[config.mk]
export PLATFORM = sky130hd
export DESIGN_NAME = iq_dispatch
export DESIGN_NICKNAME = d
export VERILOG_FILES = /design/src/iq_pkg.sv /design/src/iq_dispatch.sv
export SDC_FILE = /design/constraint.sdc
export NUM_CORES = 1
export LEC_CHECK = 0
export BUFFER_PORTS_ARGS = -buffer_cell sky130_fd_sc_hd__buf_2
export CELL_PAD_IN_SITES_DETAIL_PLACEMENT = 1
export CELL_PAD_IN_SITES_GLOBAL_PLACEMENT = 1
export CORE_AREA = 2 2 106 108
export DETAILED_ROUTE_END_ITERATION = 8
export DIE_AREA = 0 0 108 110
export PLACE_DENSITY_LB_ADDON = 0.1
export SLEW_MARGIN = 40
export SYNTH_ARGS = -nofsm -noshare
export SYNTH_HDL_FRONTEND = slang
export SYNTH_SLANG_ARGS = --single-unit
export TNS_END_PERCENT = 50
[constraint.sdc]
create_clock -name clk -period 5.35 [get_ports clk]
set_input_delay 0.2675 -clock clk [delete_from_list [all_inputs] [get_ports clk]]
set_output_delay 0.2675 -clock clk [all_outputs]
set_load 0.01 [all_outputs]
[src/iq_pkg.sv]
// ------------------------------------------------
// issue queue sizes, alu function codes, and the
// instruction, dispatch lane and issue pair structs
// ------------------------------------------------

package iq_pkg;

  // queue geometry
  localparam int IQ_DEPTH = 32;
  localparam int IQ_PTR_W = 5;
  localparam int IQ_LANES = 2;

  // core widths
  localparam int XLEN       = 32;
  localparam int REG_ADDR_W = 5;
  localparam int ROB_SLOT_W = 5;
  localparam int ROB_DEPTH  = 1 << ROB_SLOT_W;

  typedef logic [IQ_PTR_W-1:0] iq_slot_t;

  typedef enum logic [3:0] {
    ALU_ADD  = 4'd0,
    ALU_SUB  = 4'd1,
    ALU_SLL  = 4'd2,
    ALU_SLT  = 4'd3,
    ALU_SLTU = 4'd4,
    ALU_XOR  = 4'd5,
    ALU_SRL  = 4'd6,
    ALU_SRA  = 4'd7,
    ALU_OR   = 4'd8,
    ALU_AND  = 4'd9,
    ALU_COPY = 4'd10
  } alu_fn_e;

  // one decoded instruction as held in the queue
  typedef struct packed {
    logic [XLEN-1:0]       ir;
    logic                  rf_wen;
    logic [REG_ADDR_W-1:0] rf_waddr;
    alu_fn_e               alu_fn;
    logic                  jump;
    logic [ROB_SLOT_W-1:0] rob_slot;
    logic [REG_ADDR_W-1:0] rs0_addr;
    logic [REG_ADDR_W-1:0] rs1_addr;
  } iq_inst_t;

  // spec means issued behind a branch still in flight
  typedef struct packed {
    logic     val;
    logic     spec;
    iq_inst_t inst;
  } iq_lane_t;

  // slot0 is the older entry of the pair
  typedef struct packed {
    iq_slot_t slot0;
    iq_slot_t slot1;
    iq_inst_t inst0;
    iq_inst_t inst1;
  } iq_issue_t;

endpackage

[src/iq_dispatch.sv]
// ------------------------------------------------
// dispatch side, lane compaction, tail pointer
// and enqueue ready
// ------------------------------------------------

`timescale 1ns/1ns

module iq_dispatch import iq_pkg::*; (
  input  logic                clk,
  input  logic                reset,

  input  iq_lane_t            lane0,
  input  iq_lane_t            lane1,
  output logic                enq_rdy,

  input  iq_slot_t            head,
  input  logic [IQ_PTR_W:0]   occupied,
  output iq_slot_t            tail,

  output logic                wr_en0,
  output logic                wr_en1,
  output iq_slot_t            wr_slot0,
  output iq_slot_t            wr_slot1,
  output iq_lane_t            wr_lane0,
  output iq_lane_t            wr_lane1
);

  iq_slot_t tail_q;
  iq_slot_t gap;
  logic     empty;

  assign tail = tail_q;

  // ------------------------------------------------
  // enqueue ready
  // ------------------------------------------------

  // distance from tail forward to head, zero when empty
  assign gap   = head - tail_q;
  assign empty = (occupied == '0);

  // one slot always stays open so head == tail means empty
  assign enq_rdy = empty || (gap > iq_slot_t'(IQ_LANES));

  // ------------------------------------------------
  // lane compaction
  // ------------------------------------------------

  // a lone lane goes to the tail whichever lane it came on
  assign wr_en0   = enq_rdy && (lane0.val || lane1.val);
  assign wr_en1   = enq_rdy && lane0.val && lane1.val;
  assign wr_lane0 = lane0.val ? lane0 : lane1;
  assign wr_lane1 = lane1;
  assign wr_slot0 = tail_q;
  assign wr_slot1 = tail_q + iq_slot_t'(1);

  // tail moves by the number of lanes taken
  always_ff @(posedge clk) begin
    if (reset) begin
      tail_q <= '0;
    end else begin
      tail_q <= tail_q + iq_slot_t'(wr_en0) + iq_slot_t'(wr_en1);
    end
  end

endmodule

==> flow_summary.ini, run 1 <==
[power]
comb_power_share_pct = 71.6
power_frac_seq_pct = 13.1
p_int_mw = 0.261
peakVddDrop_mv = 0.0719
power_leakage_nw = 1.55
switching_share_pct = 43.3
powerDensity_nw_per_um2 = 169
totalPowerFinal_mw = 0.461
netSwitchingPower_mw = 0.200
pwr-share-clk_pct = 15.2

[die]
die_h_um = 110
die_w_um = 108
boundaryPins = 271
die-area_um2 = 11900
rows = 38
initial_core_util_pct = 15.6
coreArea_um2 = 10700

[drt]
vias = 2010
route.detailed.wl_per_inst_um = 14.4
vias_per_cell = 3.78
drc = 0
drt_first_pass_iters = 2
wl_mm = 7.65
ant_nets = 0
drt_iter0_drc = 35

[grt]
grt_max_degree = 60
antenna_found_initial = 1
grt_pass1_wl_mm = 10.7
grt_overflow_total = 0
grt_pass1_vias = 2076
grtUsageTotal_pct = 11.4

[synthesis]
syn_area_per_cell_um2 = 8.82
synth_seq_cells = 5
syn-instance-count = 189
synth_fp_nets = 330
syn_area_um2 = 1670
ys_types = 28
seq_area_frac_synth_pct = 6.00
yosysWarnings = 0

[placed_design]
portBuffers = 270
dp_slack_ns = 2.37
dp_hpwl_mm = 6.94
gp_congestion = 0.725

[worst_setup_path]
slowest_delay_ns = 0.42
cp_cell_sequence = ha_1, inv_1, fa_1, a21o_1, a21oi_2, xnor2_1, o211a_2, or2_1, fa_1, inv_1, ha_1, nand3_1, xor2_1, nor2_1
critPathLaunchType = flip-flop
crit_type = flip-flop to flip-flop
cp-end-kind = flip-flop
worstPathRequired_ns = 5.46
worstPathMaxFanout = 6
arrival_ns = 3.09
crit_slowest_cell = dfxtp_1

[clock_network]
root_buffer = clkbuf_8
clkSinkCount = 5
cts_resized = 0
cts-buffers-inserted = 3
htreeDepth = 1
hold_buffers = 0
clk_pin_slew_ns = 0.04
clockBufferDepth = 2
post_cts_buffers = 0
cts_tree = yes
clk_latency_ns = 0.22

[timing]
rsz0062_at_grt = no
slew_headroom_pct = 48.8
slew_viol_final = 0
setup_ws_ns = 2.37
fin_worst_skew_ns = 0.000226
timing.final.crit_share_pct = 55.7
tightest_slew_ns = 0.768
max_freq_mhz = 336
setup_tns_ns = 0
min_period_ns = 2.98
holdWs_ns = 0.279
hold_viol = 0
setup_viol = 0

[layout]
drive_gt1_share_pct = 84.4
area_growth_pct = 63.2
fin_util_pct = 25.5
fillers = 1372
largest_register_ffs = 5
fin_nets = 533

[status]
status = complete, no violations

[flow_run]
cap_violations = 0

[hold_path]
worstHoldPathType = input port to flip-flop
cell families (layout without fill, tap and decap cells):
group | count (synthesis) | count (layout) | share of synthesized area, %
buffers and inverters | 83 | 285 | 33.8
muxes | 59 | 59 | 39.8
and+or+nand+nor | 19 | 19 | 5.85
xor gates and xnor gates | 9 | 9 | 4.73
adders and majority gates | 8 | 8 | 6.90
AOI/OAI and AO/OA | 6 | 6 | 2.85
DFF | 5 | 5 | 6.00
other | 0 | 1 | 0
power groups by stage:
| stage | logic, mW | registers [mW] | clock network, mW |
|---|---|---|---|
| 3_5_place_dp | 0.336 | 0.0618 | 0 |
| 2_1_floorplan | 0.214 | 0.0594 | 0 |
| 4_1_cts | 0.338 | 0.0611 | 0.0720 |
| 5_1_grt | 0.369 | 0.0631 | 0.0747 |
| 3_3_place_gp | 0.337 | 0.0595 | 0 |
| 6_report | 0.331 | 0.0606 | 0.0702 |
through the flow:
step / area, um2 / instances
final: 2720 / 532
after detailed placement: 2680 / 527
after global placement: 2680 / 527
after floorplan: 1670 / 189
after global routing: 2720 / 531
after CTS: 2720 / 531
final cells by class:
type | instances | area (um2) | area share [%]
tap | 140 | 175 | 6.43
timing repair buffer | 271 | 1360 | 49.9
sequential | 5 | 100 | 3.68
clock buffer | 4 | 45.0 | 1.65
antenna | 1 | 2.50 | 0.0919
multi-input combinational | 101 | 1000 | 36.9
inverter | 10 | 37.5 | 1.38
cell usage after synthesis:
library cell / number / area [um2]
nand2b_1: 1 / 6.26
a21boi_1: 1 / 7.51
or2_1: 1 / 6.26
inv_1: 9 / 33.8
clkbuf_1: 1 / 3.75
ha_1: 6 / 75.1
nor2b_1: 3 / 18.8
nor3b_1: 1 / 7.51
nor4_1: 1 / 6.26
fa_1: 2 / 40.0
buf_2: 7 / 35.0
dfxtp_1: 5 / 100
buf_4: 65 / 488
o21ai_1: 1 / 5.00
mux2_1: 7 / 78.8
nor3_1: 1 / 5.00
nand3_1: 3 / 15.0
o211a_2: 1 / 10.0
a221oi_1: 1 / 8.76
or2_2: 1 / 6.26
inv_2: 1 / 3.75
xnor2_1: 5 / 43.8
nor2_1: 6 / 22.5
nand2_1: 1 / 3.75
a21o_1: 1 / 7.51
mux2_2: 52 / 586
xor2_1: 4 / 35.0
a21oi_2: 1 / 8.76
cells in the final DEF, fill, tap and decap left out, types with 2 or more instances in the layout:
master and count:
xnor2_1 5, inv_1 9, nor2b_1 3, xor2_1 4, clkbuf_8 3, nand3_1 3, fa_1 2, dfxtp_1 5
ha_1 6, mux2_1 7, buf_2 270, nor2_1 6, mux2_2 52
worst paths after layout:
check / slack [ns] / from / cells past startpoint / endpoint
setup / recovery: 2.37 / tail[0] / 14 / tail[4]
hold / removal: 0.28 / reset / 2 / tail[0]
setup reg to reg: 2.37 / tail[0] / 14 / tail[4]
hold reg to reg: 0.63 / tail[4] / 2 / tail[4]
critical path, delay by kind of cell (launching register included):
family          cells  cell delay, ns
compound gates      3            0.52
xor+xnor            2            0.23
fa+ha+maj           4            1.18
buf+inv             2            0.12
flops               1            0.42
simple gates        3            0.39
layer usage:
metal / track usage, % / vias up / part of all wire (%)
met5: 0 / - / 0
met4: 1.10 / 0 / 0.29
met3: 4.00 / 5 / 11
met2: 22.8 / 121 / 56
met1: 11.7 / 905 / 33
li1: - / 979 / -
Power figures use the tool's default switching activity.
==> inputs of run 2 (changes only) <==
--- a/config.mk
+++ b/config.mk
@@ -5,12 +5,13 @@
 export SDC_FILE = /design/constraint.sdc
 export NUM_CORES = 1
 export LEC_CHECK = 0
+export ABC_AREA = 1
 export BUFFER_PORTS_ARGS = -buffer_cell sky130_fd_sc_hd__buf_2
 export CELL_PAD_IN_SITES_DETAIL_PLACEMENT = 1
 export CELL_PAD_IN_SITES_GLOBAL_PLACEMENT = 1
-export CORE_AREA = 2 2 106 108
+export CORE_ASPECT_RATIO = 0.7
+export CORE_UTILIZATION = 18
 export DETAILED_ROUTE_END_ITERATION = 8
-export DIE_AREA = 0 0 108 110
 export PLACE_DENSITY_LB_ADDON = 0.1
 export SLEW_MARGIN = 40
 export SYNTH_ARGS = -nofsm -noshare
==> constraint.sdc (replaced) <==
create_clock -name clk -period 3 [get_ports clk]
set_input_delay 0.15 -clock clk [delete_from_list [all_inputs] [get_ports clk]]
set_output_delay 0.15 -clock clk [all_outputs]
set_load 0.01 [all_outputs]
==> run 2 against run 1 <==
Via count up 8.8%. Final area up 5.6%. Maximum frequency up 12%. Sequential power up 60%. Hold slack worse by 0.12 ns. Register-to-register slack worse by 2.0 ns. Non-clock buffer count up 2. Largest power group unchanged. Cell count up 3.9%.
==> flow_summary.ini, run 2 <==
[timing]
holdWs_ns = 0.158
rsz0062_at_grt = no
slew_viol_final = 0
min_period_ns = 2.66
setup_ws_ns = 0.340
tightest_slew_ns = 0.626
setup_viol = 0
max_freq_mhz = 376
fin_worst_skew_ns = 0.00195
hold_viol = 0
setup_tns_ns = 0
slew_headroom_pct = 58.3
timing.final.crit_share_pct = 88.7

[layout]
fin_nets = 567
num_antenna_cells = 0
largest_register_ffs = 5
fin_util_pct = 29.3
final_area_um2 = 2880
final_cell_mix = buf_2 (270), mux2_1 (47), inv_1 (18), nand2_1 (18), mux2_2 (12)
area_growth_pct = 57.1
layout_commonest_cell = buf_2
drive_gt1_share_pct = 70.1
layoutNonFillerInstCount = 553

[synthesis]
synth_edf_count = 0
synth_common_cells = buf_4 (66), mux2_1 (47), inv_1 (18), nand2_1 (18), mux2_2 (12)
synth-simple-area-share_pct = 12.5
synth_area_leaders = mux2_1 (29%), buf_4 (27%), mux2_2 (7.4%)
synth_fp_nets = 362
synthArstFlopShare_pct = 0
syn-instance-count = 221
ys.flop_type = dfxtp_1
syn_area_um2 = 1830
synthMuxAreaShare_pct = 36.3
yosysWarnings = 0
synth.top_cell.area_share_pct = 28.9
yosys.area.top_type = mux2_1
ys_types = 22
synth_seq_cells = 5
synth_xor_area_share_pct = 2.39
synthAdderAreaFrac_pct = 6.29
synth_top_family_by_area = multiplexers
synth_compound_area_share_pct = 1.91
syn_area_per_cell_um2 = 8.28
seq_area_frac_synth_pct = 5.47
synthMostInstantiatedCell = buf_4

[worst_setup_path]
cp-end-kind = flip-flop
cp_cell_sequence = inv_1, fa_1, nand2_1, inv_1, nand2_1, nand3_2, nand2_1, nand2_1, nand3_2, nand2_1, fa_1, inv_1, ha_1, nand3_1, o21bai_1, a21oi_1
arrival_ns = 2.77
critPathLaunchType = flip-flop
path_common_cell = nand2_1
crit_slowest_cell = fa_1
rrSetupSlack_ns = 0.34
crit_type = flip-flop to flip-flop
slowest_delay_ns = 0.45
worstPathRequired_ns = 3.11
cp-startpoint = tail[1]
worstPathMaxFanout = 7
rr_startpoint = tail[1]

[power]
totalPowerFinal_mw = 1.00
power_leakage_nw = 1.69
powerDensity_nw_per_um2 = 349
peakVddDrop_mv = 0.189

[die]
rows = 30
initial_core_util_pct = 18.7
coreArea_um2 = 9800
die_w_um = 123
die_h_um = 86.4
die-area_um2 = 10600
boundaryPins = 271

[hold_path]
hold_start = reset
worstHoldPathType = input port to flip-flop

[clock_network]
clkSinkCount = 5
cts_resized = 0
clockBufferDepth = 2
root_buffer = clkbuf_16
hold_buffers = 0
post_cts_buffers = 0
htreeDepth = 1
cts-buffers-inserted = 3
clk_pin_slew_ns = 0.03
clk_latency_ns = 0.23
cts_tree = yes

[grt]
grt_pass1_wl_mm = 11.6
grt_max_degree = 49
grtUsageTotal_pct = 13.9
grt_pass1_vias = 2180
antenna_found_initial = 0
grt_overflow_total = 0

[flow_run]
cap_violations = 0

[drt]
route.detailed.wl_per_inst_um = 14.2
drt_iter0_drc = 35
wl_mm = 7.87
ant_nets = 0
vias_per_cell = 3.95
drt_first_pass_iters = 4
drc = 0
vias = 2187

[status]
status = complete, no violations

[placed_design]
gp_congestion = 0.734
placed_area_um2 = 2800
dp_hpwl_mm = 7.23
dp_slack_ns = 0.330
dp.cells = 549
portBuffers = 270
[run 2: layout make-up]
class                      count  area, um2
clock buffer                   4       78.8
multi-input combinational    123       1090
fill                        1261       6920
timing repair buffer         273       1370
inverter                      20       75.1
sequential                     5        100
tap                          128        160
[run 2: critical path, delay by kind of cell (launching register included)]
family                     cells  cell delay (ns)
adders and majority gates      3             1.02
and+or+nand+nor                8             0.63
DFF                            1             0.44
AOI/OAI and AO/OA              2             0.18
buffers and inverters          3             0.26
[run 2: worst paths after layout]
check | cells after the start | end
worst max register to register | 16 | tail[4]
worst min register to register | 2 | tail[4]
worst max-delay path | 16 | tail[4]
worst min-delay path | 2 | tail[2]
[run 2: report_power, final]
group          internal [mW]  switching, mW  leakage (nW)
logic                  0.316          0.370          1.61
clock network          0.176         0.0436        0.0382
registers             0.0817         0.0155        0.0409
total                  0.574          0.429          1.69
[run 2: metal layers]
metal | vias to the layer above | track usage [%] | routed length (um)
met2 | 128 | 25.9 | 4020
li1 | 1073 | - | -
met4 | 0 | 1.55 | 44
met1 | 982 | 16.1 | 3040
met3 | 4 | 3.95 | 767
met5 | - | 0 | 0
[run 2: cells by family after synthesis]
logic type | count (synthesis)
adder cells (fa/ha/maj) | 8
AND/OR/NAND/NOR | 45
XOR/XNOR | 5
flip-flops | 5
buffers and inverters | 93
multiplexers | 59
AO/OA/AOI/OAI | 6
==> inputs of run 3 (changes only) <==
--- a/config.mk
+++ b/config.mk
@@ -5,12 +5,11 @@
 export SDC_FILE = /design/constraint.sdc
 export NUM_CORES = 1
 export LEC_CHECK = 0
-export ABC_AREA = 1
 export BUFFER_PORTS_ARGS = -buffer_cell sky130_fd_sc_hd__buf_2
 export CELL_PAD_IN_SITES_DETAIL_PLACEMENT = 1
 export CELL_PAD_IN_SITES_GLOBAL_PLACEMENT = 1
 export CORE_ASPECT_RATIO = 0.7
-export CORE_UTILIZATION = 18
+export CORE_UTILIZATION = 17
 export DETAILED_ROUTE_END_ITERATION = 8
 export PLACE_DENSITY_LB_ADDON = 0.1
 export SLEW_MARGIN = 40
==> constraint.sdc (replaced) <==
create_clock -name clk -period 3 [get_ports clk]
set_input_delay 0.45 -clock clk [delete_from_list [all_inputs] [get_ports clk]]
set_output_delay 0.45 -clock clk [all_outputs]
set_load 0.01 [all_outputs]
==> run 3 against run 2 <==
Register-to-register slack worse by 0.08 ns. Count of clock-buffer cells in the layout unchanged. Maximum frequency down 3.6%. Die area down 3.5%. Critical path type is now input port to flip-flop.
==> flow_summary.ini, run 3 (synthesized netlist as in run 1, its figures left out) <==
[layout]
final_area_um2 = 2800
layout_commonest_cell = buf_2
largest_register_ffs = 5
drive_gt1_share_pct = 85.0
fin_util_pct = 30.1
seq_area_um2 = 100
fin_nets = 541
area_growth_pct = 67.7
final_cell_mix = buf_2 (270), mux2_2 (52), inv_1 (9), buf_4 (9), mux2_1 (7)
num_antenna_cells = 0
multiInputGateArea_um2 = 1010
fillers = 1192

[worst_setup_path]
cp_cell_sequence = buf_2, inv_1, ha_1, inv_1, fa_1, a21o_1, a21oi_2, xnor2_1, o211a_2, or2_1, fa_2, inv_1, ha_1, nand3_1, xor2_1, nor2_1
worstPathMaxFanout = 3
critPathLaunchType = input port
slowest_delay_ns = 0.39
arrival_ns = 2.88
cp-end-kind = flip-flop
crit_buf_inv = 4
path_common_cell = inv_1
cp-startpoint = head[0]
crit_type = input port to flip-flop
worstPathRequired_ns = 3.12
crit_slowest_cell = fa_1
path_delay_family = adder cells
rr_startpoint = tail[0]

[timing]
hold_viol = 0
holdWs_ns = 0.445
setup_tns_ns = 0
fin_worst_skew_ns = 0.00114
setup_ws_ns = 0.240
min_period_ns = 2.76
slew_headroom_pct = 72.8
max_freq_mhz = 362
tightest_slew_ns = 0.407
timing.final.crit_share_pct = 92.0
setup_viol = 0
rsz0062_at_grt = no
slew_viol_final = 0

[clock_network]
cts_tree = yes
root_buffer = clkbuf_16
cts-buffers-inserted = 3
clk_pin_slew_ns = 0.03
htreeDepth = 1
clkSinkCount = 5
clk_latency_ns = 0.23
clockBufferDepth = 2

[power]
peakVddDrop_mv = 0.158
power_leakage_nw = 1.61
powerDensity_nw_per_um2 = 341

[die]
initial_core_util_pct = 18.0
rows = 29
die-area_um2 = 10200
coreArea_um2 = 9290
die_h_um = 84.9
boundaryPins = 271
die_w_um = 120

[drt]
drc = 0
ant_nets = 0
wl_mm = 7.54
route.detailed.wl_per_inst_um = 14.4
drt_iter0_drc = 30
drt_first_pass_iters = 4
vias = 2009
vias_per_cell = 3.84

[flow_run]
cap_violations = 0

[grt]
grt_pass1_vias = 2048
grt_pass1_wl_mm = 11.0
grtUsageTotal_pct = 13.8
antenna_found_initial = 0
grt_max_degree = 29
grt_overflow_total = 0

[placed_design]
portBuffers = 270
gp_congestion = 0.676
dp_hpwl_mm = 6.82
dp_slack_ns = -0.0497
placed_area_um2 = 2720

[hold_path]
hold_start = reset
worstHoldPathType = input port to flip-flop

[status]
status = complete, no violations
==> run 3: final cells by class <==
| type | count | share of cell area, % |
|---|---|---|
| Multi-Input combinational cell | 101 | 36.0 |
| Tap cell | 124 | 5.55 |
| Inverter | 10 | 1.34 |
| Clock buffer | 4 | 2.82 |
| Timing Repair Buffer | 279 | 50.7 |
| Sequential cell | 5 | 3.58 |
==> run 3: what timing repair did <==
item / in CTS / in global routing
setup buffers: 0 / 0
gates resized for setup: 0 / 1
endpoints found under the hold margin: 0 / 0
setup endpoints to repair: 0 / 1
hold buffers: 0 / 0
==> run 3: worst paths after layout <==
kind              endpoint  slack (ns)  depth (start not counted)
hold reg to reg    tail[4]        0.62                          2
hold / removal     tail[0]        0.44                          2
setup reg to reg   tail[4]        0.26                         14
setup / recovery   tail[4]        0.24                         16
==> run 3: routing by layer <==
metal  GRT usage [%]  up-vias  wire [um]
met4            3.03        0         57
met1            15.7      899       2900
met2            26.2      113       3900
li1                -      992          -
met5               0        -          0
met3            3.09        5        680
==> run 3: report_power, final <==
group | internal (mW) | switching (mW)
combinational | 0.324 | 0.318
sequential | 0.0816 | 0.00895
clock | 0.176 | 0.0446
==> run 3: per-stage QoR <==
stage	total power, mW	cells
after floorplan	0.487	189
after global placement	0.736	519
after detailed placement	0.740	519
after CTS	0.970	523
after global routing	1.03	523
final	0.953	523
